$ cat src/include/egr_defs.svh
/* Size constants for the egress slice.
   Included by the packages and RTL files that need them. */

`ifndef EGR_DEFS_SVH
`define EGR_DEFS_SVH

// ==========================================================================
// Memory and queue sizes
// ==========================================================================

// Words in the shared segment memory
`define EGR_MEM_DEPTH 256

// Tags held by the tag FIFO
// Must stay a power of two for the pointer scheme
`define EGR_FIFO_DEPTH 4

// ==========================================================================
// Port and data sizes
// ==========================================================================

// Ethernet transmit ports on the slice
`define EGR_NUM_PORTS 4

// Width of one data word
`define EGR_WORD_W 32

`endif
$ cat src/design/egr_types_pkg.sv
/* Data-path vector types for the egress slice.
   Shared by the RTL and the testbench. */

`default_nettype none

`include "egr_defs.svh"

package egr_types_pkg;

  // ========================================================================
  // Data path
  // ========================================================================

  // One segment memory word
  typedef logic [`EGR_WORD_W-1:0] word_t;

  // Word address into segment memory
  typedef logic [$clog2(`EGR_MEM_DEPTH)-1:0] mem_addr_t;

  // Packet length in words
  // Legal range 1 to 16, so 5 bits
  typedef logic [4:0] pkt_len_t;

  // ========================================================================
  // Port selection
  // ========================================================================

  // Destination port number
  typedef logic [$clog2(`EGR_NUM_PORTS)-1:0] port_id_t;

  // One bit per transmit port
  typedef logic [`EGR_NUM_PORTS-1:0] port_mask_t;

endpackage

`default_nettype wire

$ cat src/design/egr_tag_fifo.sv
/* Tag queue between the tag strobe and the scheduler.
   A pop loads the head registers with the oldest tag. */

`timescale 1ns/1ps
`default_nettype none

`include "egr_defs.svh"

module egr_tag_fifo (
  input  wire                       egress_clock,
  input  wire                       arst_n,
  input  wire                       push,
  input  wire egr_types_pkg::mem_addr_t push_addr,
  input  wire egr_types_pkg::pkt_len_t  push_len,
  input  wire egr_types_pkg::port_id_t  push_port,
  input  wire                       pop,
  output egr_types_pkg::mem_addr_t  head_addr,
  output egr_types_pkg::pkt_len_t   head_len,
  output egr_types_pkg::port_id_t   head_port,
  output logic                      full,
  output logic                      empty
);

  import egr_types_pkg::*;

  localparam int AW = $clog2(`EGR_FIFO_DEPTH);

  // Tag storage, one array per field
  mem_addr_t addr_q [`EGR_FIFO_DEPTH];
  pkt_len_t  len_q  [`EGR_FIFO_DEPTH];
  port_id_t  port_q [`EGR_FIFO_DEPTH];

  // Extra top bit tells a full ring from an empty one
  logic [AW:0] wr_ptr;
  logic [AW:0] rd_ptr;

  assign empty = (wr_ptr == rd_ptr);
  assign full  = (wr_ptr[AW] != rd_ptr[AW]) && (wr_ptr[AW-1:0] == rd_ptr[AW-1:0]);

  // Pointers
  always_ff @(posedge egress_clock or negedge arst_n) begin
    if (!arst_n) begin
      wr_ptr <= '0;
      rd_ptr <= '0;
    end else begin
      if (push && !full) wr_ptr <= wr_ptr + 1'b1;
      if (pop && !empty) rd_ptr <= rd_ptr + 1'b1;
    end
  end

  // Entry writes and head capture
  always_ff @(posedge egress_clock) begin
    if (push && !full) begin
      addr_q[wr_ptr[AW-1:0]] <= push_addr;
      len_q[wr_ptr[AW-1:0]]  <= push_len;
      port_q[wr_ptr[AW-1:0]] <= push_port;
    end
    if (pop && !empty) begin
      head_addr <= addr_q[rd_ptr[AW-1:0]];
      head_len  <= len_q[rd_ptr[AW-1:0]];
      head_port <= port_q[rd_ptr[AW-1:0]];
    end
  end

  // A tag strobed while full would be lost
  a_no_push_full: assert property (@(posedge egress_clock) disable iff (!arst_n)
    push |-> !full);

  // Scheduler must only pop a waiting tag
  a_no_pop_empty: assert property (@(posedge egress_clock) disable iff (!arst_n)
    pop |-> !empty);

endmodule

`default_nettype wire

$ cat config.mk
export PLATFORM = sky130hd
export DESIGN_NAME = egr_tag_fifo
export DESIGN_NICKNAME = d
export VERILOG_FILES = /design/src/design/egr_types_pkg.sv /design/src/design/egr_tag_fifo.sv
export VERILOG_INCLUDE_DIRS = /design/src /design/src/include
export SDC_FILE = /design/constraint.sdc
export NUM_CORES = 1
export LEC_CHECK = 0
export ABC_CLOCK_PERIOD_IN_PS = 4800
export BUFFER_PORTS_ARGS = -buffer_cell sky130_fd_sc_hd__buf_4
export CAP_MARGIN = 25
export CELL_PAD_IN_SITES_DETAIL_PLACEMENT = 1
export CELL_PAD_IN_SITES_GLOBAL_PLACEMENT = 2
export CORE_MARGIN = 5
export CORE_UTILIZATION = 35
export CTS_CLUSTER_SIZE = 14
export DETAILED_ROUTE_END_ITERATION = 8
export PLACE_DENSITY_LB_ADDON = 0.2
export RECOVER_POWER = 25
export SLEW_MARGIN = 40
export SYNTH_ARGS = -nofsm -noshare
export SYNTH_HDL_FRONTEND = slang
export SYNTH_SLANG_ARGS = --single-unit
$ cat constraint.sdc
create_clock -name egress_clock -period 4.8 [get_ports egress_clock]
set_clock_uncertainty 0.2 [all_clocks]
set_input_delay 0.48 -clock egress_clock [delete_from_list [all_inputs] [get_ports egress_clock]]
set_output_delay 0.48 -clock egress_clock [all_outputs]
set_load 0.02 [all_outputs]
==> results.json, run 1 <==
{
  "status": "finished clean",
  "hpwl_um": 3850,
  "fin_crit_ps": 2710,
  "dr.first_iter.drc_count": 54,
  "io_buffers": 35,
  "postRouteAntennaNets": 0,
  "synth_top_area_cell": "edfxtp_1",
  "critPathRequiredTime_ps": 4120,
  "grt_pass1_vias": 1687,
  "io_pins": 36,
  "viasPerCell": 4.85,
  "arrival_ps": 2030,
  "cts_tree": "done",
  "dpl_cell_area_um2": 3530,
  "synthArstFlopShare": 0.0741,
  "ir_drop_uv": 297,
  "rsz0062_at_grt": "no",
  "synth.avg_cell_area_um2": 21.8,
  "synth_edf_count": 75,
  "hold_buffers": 1,
  "ys_ff_latch": 81,
  "yosysMostFrequentCell": "edfxtp_1",
  "htree_levels": 3,
  "vias": 1466,
  "die_w_um": 105,
  "cts.clk_slew.worst_paths_ps": 80,
  "yosys_most_used_dff": "edfxtp_1",
  "drt-pass1-iter-count": 4,
  "wl_um": 5730,
  "grt_max_degree": 18,
  "insertedDiodeCount": 0,
  "gp_congestion": 0.773,
  "yosysTopAreaCellShare": 0.718,
  "syn-cell-area_um2": 3140,
  "p_per_area_nw_per_um2": 665,
  "cts-resized-gates": 0,
  "design.die.area_um2": 11000,
  "antenna_found_initial": 0,
  "reg2reg_depth": 4,
  "fin_area_um2": 3710,
  "core_um2": 8720,
  "synth_common_cells": "edfxtp_1, mux4_2, dfrtp_1, ha_1, inv_1",
  "worstSetupPathType": "reg2out",
  "grt_usage": 0.108,
  "synthCells": 144,
  "drv_slew": 0,
  "syn_nets": 168,
  "fillerInstances": 833,
  "ys_seq_area_frac": 0.766,
  "tightest_slew_ps": 817,
  "syn_to_final_growth_pct": 18.1,
  "post-route-period-util": 0.565,
  "start_kind": "flip-flop",
  "post_cts_buffers": 0,
  "synth_warnings": 0,
  "max_freq_ghz": 0.369,
  "min_path_type": "in2reg",
  "synth_cell_types": 25,
  "row_count": 34,
  "setup_viol": 0,
  "crit_path_max_fanout": 11,
  "max_cap_violations": 0,
  "relSlewSlack": 0.455,
  "cts_sinks": 81,
  "fin_nets": 213,
  "clk_latency_ps": 330,
  "p_leak_uw": 0.00126,
  "drive_above_1_share": 0.340,
  "grt.overflow.total": 0,
  "tns_ps": 0,
  "root_buffer": "clkbuf_8",
  "whs_path_depth": 1,
  "start_util": 0.360,
  "worst_setup_path_end_kind": "primary output",
  "cts_buffer_depth": 2,
  "fp.dieH_um": 105,
  "ys_top_cells_by_area": "edfxtp_1, mux4_2, dfrtp_1",
  "post_drt_wl_per_cell_um": 19.0,
  "drc": 0,
  "hold_viol_final": 0,
  "numCtsBuffers": 9,
  "grt_pass1_wl_um": 9060
}
-- through the flow --
step           utilization  worst slack (ps)  total power, uW  hold slack, ps  std cells
6_report             0.425              2090             2470             156        302
5_1_grt              0.425              1940             2600             147        302
4_1_cts              0.430              2020             2510             123        302
3_5_place_dp         0.404              2110             1980            95.0        285
3_3_place_gp         0.403              2100             1940            92.1        285
2_1_floorplan            -              2880             1690           -15.6        144
-- state kept, by name, summed over array words and instances, names as in the netlist --
name,cells
port_q,8
head_len,5
head_port,2
rd_ptr,3
addr_q,32
len_q,20
wr_ptr,3
head_addr,8
-- routing by layer --
layer / routed length (um) / vias to the layer above / GRT usage
met1: 2350 / 767 / 0.127
met4: 85 / 0 / 0.0493
met2: 3120 / 26 / 0.191
met5: 0 / - / 0
met3: 165 / 9 / 0.0222
li1: - / 664 / -
-- kinds of logic after synthesis --
kind of cell | share of synthesized area
DFF | 0.766
xor gates and xnor gates | 0.0323
AOI/OAI and AO/OA | 0.0375
buffers and inverters | 0.0160
muxes | 0.108
adders and majority gates | 0.0199
and+or+nand+nor | 0.0207
-- worst paths after layout --
path,to,startpoint,slack (ps)
max,empty,rd_ptr[1],2090
min,addr_q[3][0],push_addr[0],160
max reg2reg,addr_q[0][2],rd_ptr[1],2200
min reg2reg,rd_ptr[2],rd_ptr[2],430
max in group asynchronous,rd_ptr[0],arst_n,4000
min in group asynchronous,rd_ptr[2],arst_n,280
-- where the power goes --
part / switching [uW] / leakage (uW) / internal (uW) / total, uW
registers: 101 / 0.000768 / 1020 / 1120
clock network: 239 / 0.0000995 / 293 / 531
logic: 469 / 0.000397 / 348 / 816
total: 808 / 0.00126 / 1660 / 2470
-- cells in the final DEF (no fill, tap or decap), drive strengths merged --
master and count:
a21boi 1, mux4 15, nand3 1, buf 25, nor2 1, nor3 1, dlygate4sd3 1, edfxtp 75
ha 5, nand2b 2, o31ai 5, clkbuf 23, a211oi 2, clkinvlp 2, nand2 4, xnor2 5
bufinv 2, a31oi 1, xor2 4, and3 3, inv 5, clkinv 1, dfrtp 6, a21oi 4
-- area by class of cell --
type                            count  area (um^2)  area share
Sequential cell                    81         2400       0.648
Multi-Input combinational cell     54          696       0.188
Timing Repair Buffer               38          243      0.0655
Tap cell                          108          135      0.0365
Clock buffer                       11          131      0.0354
Clock inverter                      5         80.1      0.0216
Inverter                            5         18.8     0.00506
-- critical path, stage by stage, from the launching register on --
cell	delay, ps
dfrtp_1	580
buf_4	300
xnor2_1	430
nand2_1	100
nor2_1	130
buf_4	160
Note: power is estimated with default switching activity, not from simulation.
==> run 2: changes to the inputs <==
- ABC_CLOCK_PERIOD_IN_PS: 4800 -> 2800
- clock period: 4.8 -> 2.8 ns (I/O delays scaled with it)
==> results.json, run 2 (synthesis results as in run 1) <==
{
  "drv_slew": 0,
  "postRouteAntennaNets": 0,
  "wl_um": 6060,
  "start_kind": "flip-flop",
  "tightest_slew_ps": 758,
  "io_buffers": 35,
  "grt_max_degree": 18,
  "min_path_type": "in2reg",
  "syn_to_final_growth_pct": 21.3,
  "cpPeakStageDelay_ps": 470,
  "vias": 1533,
  "whs_path_depth": 3,
  "grt_pass1_vias": 1816,
  "core_um2": 8720,
  "placed_cells": 286,
  "cts.clk_slew.worst_paths_ps": 80,
  "rsz0062_at_grt": "no",
  "htree_levels": 3,
  "insertedDiodeCount": 0,
  "final_common_cell": "edfxtp_1",
  "reg2reg_depth": 3,
  "start_util": 0.360,
  "antenna_found_initial": 0,
  "drc": 0,
  "seq_power_share": 0.468,
  "clk_latency_ps": 350,
  "cp_slowest_cell": "dfrtp_1",
  "hold_viol_final": 0,
  "ir_drop_uv": 683,
  "crit_path_max_fanout": 6,
  "p_per_area_nw_per_um2": 1070,
  "max_freq_ghz": 0.468,
  "power_frac_comb": 0.353,
  "switchingPower_uw": 1390,
  "final_core_util": 0.436,
  "critical_path.top_delay_family": "flip-flops",
  "tns_ps": 0,
  "post_drt_wl_per_cell_um": 19.1,
  "viasPerCell": 4.82,
  "hpwl_um": 4140,
  "status": "finished clean",
  "cts_sinks": 81,
  "pre_cts_ws_ps": 605,
  "post-route-period-util": 0.763,
  "p_clk_frac": 0.179,
  "design.die.area_um2": 11000,
  "dr.first_iter.drc_count": 43,
  "drive_above_1_share": 0.314,
  "p_leak_uw": 0.00132,
  "final_cell_mix": "edfxtp_1, buf_4, dlygate4sd3_1",
  "critPathRequiredTime_ps": 2320,
  "numCtsBuffers": 9,
  "row_count": 34,
  "io_pins": 36,
  "path_depth": 4,
  "max_cap_violations": 0,
  "cts_tree": "done",
  "gp_congestion": 0.806,
  "drt-pass1-iter-count": 4,
  "fin_nets": 229,
  "relSlewSlack": 0.495,
  "root_buffer": "clkbuf_8",
  "cts_buffer_depth": 2,
  "swShare": 0.342,
  "final_cell_count_no_fill": 318,
  "fp.dieH_um": 105,
  "setup_viol": 0,
  "crit_chain": "xnor2_1, nand3_2, inv_1, buf_4",
  "grt.overflow.total": 0,
  "internal-power_uw": 2680,
  "grt_pass1_wl_um": 9940,
  "setup_slack_ps": 665,
  "largest_reg_flops": 32,
  "fin_crit_ps": 2140,
  "grt_usage": 0.120,
  "arrival_ps": 1660,
  "crit_buf_inv": 2,
  "worst_setup_path_end_kind": "primary output",
  "worstSetupPathType": "reg2out",
  "die_w_um": 105
}
==> run 2: layer usage <==
layer | share of wire | routed length (um) | vias up | global-route usage
met1 | 0.41 | 2470 | 796 | 0.143
li1 | - | - | 699 | -
met2 | 0.53 | 3240 | 29 | 0.208
met3 | 0.038 | 232 | 9 | 0.0308
met5 | 0 | 0 | - | 0
met4 | 0.019 | 113 | 0 | 0.0521
==> run 2: per-stage QoR <==
stage | power (uW) | hold slack, ps | area, um^2
floorplan | 2890 | -216 | 3140
global placement | 3370 | -106 | 3530
detailed placement | 3410 | -104 | 3530
CTS | 4150 | 40.3 | 3850
global route | 4320 | 37.0 | 3810
finish | 4070 | 46.6 | 3810
==> run 2: final timing paths <==
check / endpoint / from / slack (ps)
min in group asynchronous: wr_ptr[0] / arst_n / 140
hold / removal: wr_ptr[0] / push / 50
max in group asynchronous: wr_ptr[1] / arst_n / 2010
setup reg to reg: addr_q[0][1] / wr_ptr[0] / 690
hold reg to reg: wr_ptr[2] / wr_ptr[2] / 400
setup / recovery: full / rd_ptr[1] / 660
==> run 2: final cells by class <==
type                            instances  area [um^2]
Multi-Input combinational cell         54          686
Fill cell                             838         4910
Clock inverter                          5         32.5
Sequential cell                        81         2400
Timing Repair Buffer                   54          400
Clock buffer                           11          131
Inverter                                5         18.8
Tap cell                              108          135
==> run 2: timing repair <==
item,in CTS,in global routing
buffers inserted,0,0
gates resized for setup,0,0
endpoints found under the setup margin,0,0
hold endpoints to repair,66,0
hold buffers,16,0
==> run 2: worst register-to-register path: cells and delay by family (launching register included) <==
kind	cells	cell delay [ps]
and+or+nand+nor	2	800
xor gates and xnor gates	1	240
DFF	1	500
==> run 2: power by group through the flow <==
stage	combinational [uW]	sequential (uW)	clock [uW]
floorplan	870	2020	0
global placement	1450	1920	0
detailed placement	1470	1940	0
CTS	1490	1910	747
global route	1570	1940	820
finish	1440	1900	729
==> run 3: changes to the inputs <==
- ABC_CLOCK_PERIOD_IN_PS: 2800 -> 1800
- clock period: 2.8 -> 1.8 ns (I/O delays scaled with it)
==> results.json, run 3 (synthesis results as in run 1) <==
{
  "status": "finished clean",
  "numCtsBuffers": 9,
  "drt-pass1-iter-count": 4,
  "root_buffer": "clkbuf_8",
  "start_util": 0.360,
  "final_cell_mix": "edfxtp_1, buf_4, dlygate4sd3_1",
  "fin_nets": 255,
  "design.die.area_um2": 11000,
  "hpwl_um": 4010,
  "ir_drop_uv": 941,
  "start_kind": "flip-flop",
  "core_um2": 8720,
  "cts_buffer_depth": 2,
  "cpMostUsedCell": "buf_6",
  "syn_to_final_growth_pct": 34.0,
  "post-route-period-util": 0.995,
  "io_buffers": 35,
  "placed_cells": 303,
  "tns_ps": 0,
  "relSlewSlack": 0.773,
  "max_cap_violations": 0,
  "grt_pass1_wl_um": 9680,
  "post_drt_wl_per_cell_um": 17.1,
  "whs_path_depth": 2,
  "cts_sinks": 81,
  "p_leak_uw": 0.00148,
  "min_path_type": "in2reg",
  "fin_crit_ps": 1790,
  "drv_slew": 0,
  "wl_um": 5900,
  "insertedDiodeCount": 0,
  "cpPeakStageDelay_ps": 440,
  "power_frac_comb": 0.421,
  "crit_chain": "xnor2_4, buf_6, nand2_2, nor2_2, buf_6",
  "internal-power_uw": 5070,
  "p_per_area_nw_per_um2": 1770,
  "holdPathEnd": "addr_q[0][3]",
  "dr.first_iter.drc_count": 68,
  "hold_viol_final": 0,
  "seq_power_share": 0.391,
  "swShare": 0.320,
  "die_w_um": 105,
  "worstHoldStart": "push_addr[3]",
  "max_freq_ghz": 0.559,
  "crit_buf_inv": 2,
  "crit_path_max_fanout": 3,
  "worst_setup_path_end_kind": "primary output",
  "gp_congestion": 0.814,
  "critical_path.top_delay_family": "flip-flops",
  "arrival_ps": 1410,
  "cts_tree": "done",
  "rsz0062_at_grt": "yes",
  "antenna_found_initial": 0,
  "final_cell_count_no_fill": 344,
  "final_common_cell": "edfxtp_1",
  "clk_latency_ps": 340,
  "grt.overflow.total": 0,
  "io_pins": 36,
  "grt_max_degree": 16,
  "cp_slowest_cell": "dfrtp_2",
  "htree_levels": 3,
  "grt_usage": 0.114,
  "row_count": 34,
  "grt_pass1_vias": 1831,
  "r2r_setup_slack_ps": 40,
  "critPathRequiredTime_ps": 1420,
  "cts.clk_slew.worst_paths_ps": 80,
  "drive_above_1_share": 0.432,
  "worstSetupPathType": "reg2out",
  "r2r-start": "wr_ptr[0]",
  "setup_viol": 0,
  "postRouteAntennaNets": 0,
  "reg2reg_depth": 5,
  "viasPerCell": 4.66,
  "largest_reg_flops": 32,
  "r2r_end": "len_q[3][4]",
  "fp.dieH_um": 105,
  "switchingPower_uw": 2380,
  "drc": 0,
  "tightest_slew_ps": 338,
  "p_clk_frac": 0.188,
  "vias": 1604
}
## run 3: cell count changes in the layout (fill, tap and decap cells not counted), sizes merged
cell / change
bufinv: +2
clkbuf: -1
clkinvlp: +2
buf: +24
clkinv: -4
dlygate4sd3: +3
## run 3: area by class of cell
type / count / area, um^2
multi-input combinational: 54 / 767
clock inverter: 5 / 80.1
fill: 814 / 4520
inverter: 5 / 18.8
clock buffer: 11 / 131
timing repair buffer: 80 / 663
tap: 108 / 135
sequential: 81 / 2410
## run 3: layer usage
layer  vias to the layer above  share of wire  global-route usage
met5                         -              0                   0
met3                         9          0.035              0.0234
li1                        754              -                   -
met1                       815           0.40               0.129
met2                        26           0.55               0.210
met4                         0          0.014              0.0466
## run 3: what timing repair did
action / CTS / global route
hold endpoints to repair: 69 / 0
resized for setup: 7 / 14
pin swaps: 3 / 6
setup buffers: 3 / 3
setup endpoints to repair: 58 / 17
hold buffers: 19 / 0
cloned: 0 / 0
## run 3: power groups by stage
| stage | logic (uW) | registers [uW] | clock network [uW] |
|---|---|---|---|
| 2_1_floorplan | 1390 | 3140 | 0 |
| 3_3_place_gp | 2700 | 2930 | 0 |
| 3_5_place_dp | 2740 | 2950 | 0 |
| 4_1_cts | 2910 | 2930 | 1440 |
| 5_1_grt | 3380 | 2970 | 1520 |
| 6_report | 3140 | 2920 | 1400 |
## run 3: worst register-to-register path, cell delays in order (launching register included)
cell	delay (ps)
dfrtp_2	460
xnor2_4	160
buf_6	130
buf_4	140
a31oi_4	190
buf_4	190
## run 3: stage by stage
step / util / instance area, um^2 / total power (uW) / hold slack, ps / setup slack, ps
6_report: 0.482 / 4200 / 7450 / 402 / 9.53
2_1_floorplan: - / 3150 / 4530 / -316 / 24.3
3_3_place_gp: 0.425 / 3700 / 5630 / -203 / -53.8
5_1_grt: 0.482 / 4200 / 7870 / 409 / -83.5
4_1_cts: 0.477 / 4160 / 7270 / 370 / -55.4
3_5_place_dp: 0.425 / 3700 / 5690 / -200 / -62.8
## run 3: worst max-delay path by stage
| stage | start | endpoint | slack (ps) | depth (start not counted) |
|---|---|---|---|---|
| 6_report | rd_ptr[0] | empty | 10 | 5 |
| 5_1_grt | rd_ptr[0] | empty | -80 | 5 |
| 4_1_cts | rd_ptr[0] | empty | -60 | 5 |
| 3_5_place_dp | wr_ptr[1] | addr_q[1][1] | -60 | 4 |
| 3_3_place_gp | wr_ptr[1] | len_q[1][3] | -50 | 4 |
| 2_1_floorplan | rd_ptr[0] | addr_q[0][0] | 20 | 4 |
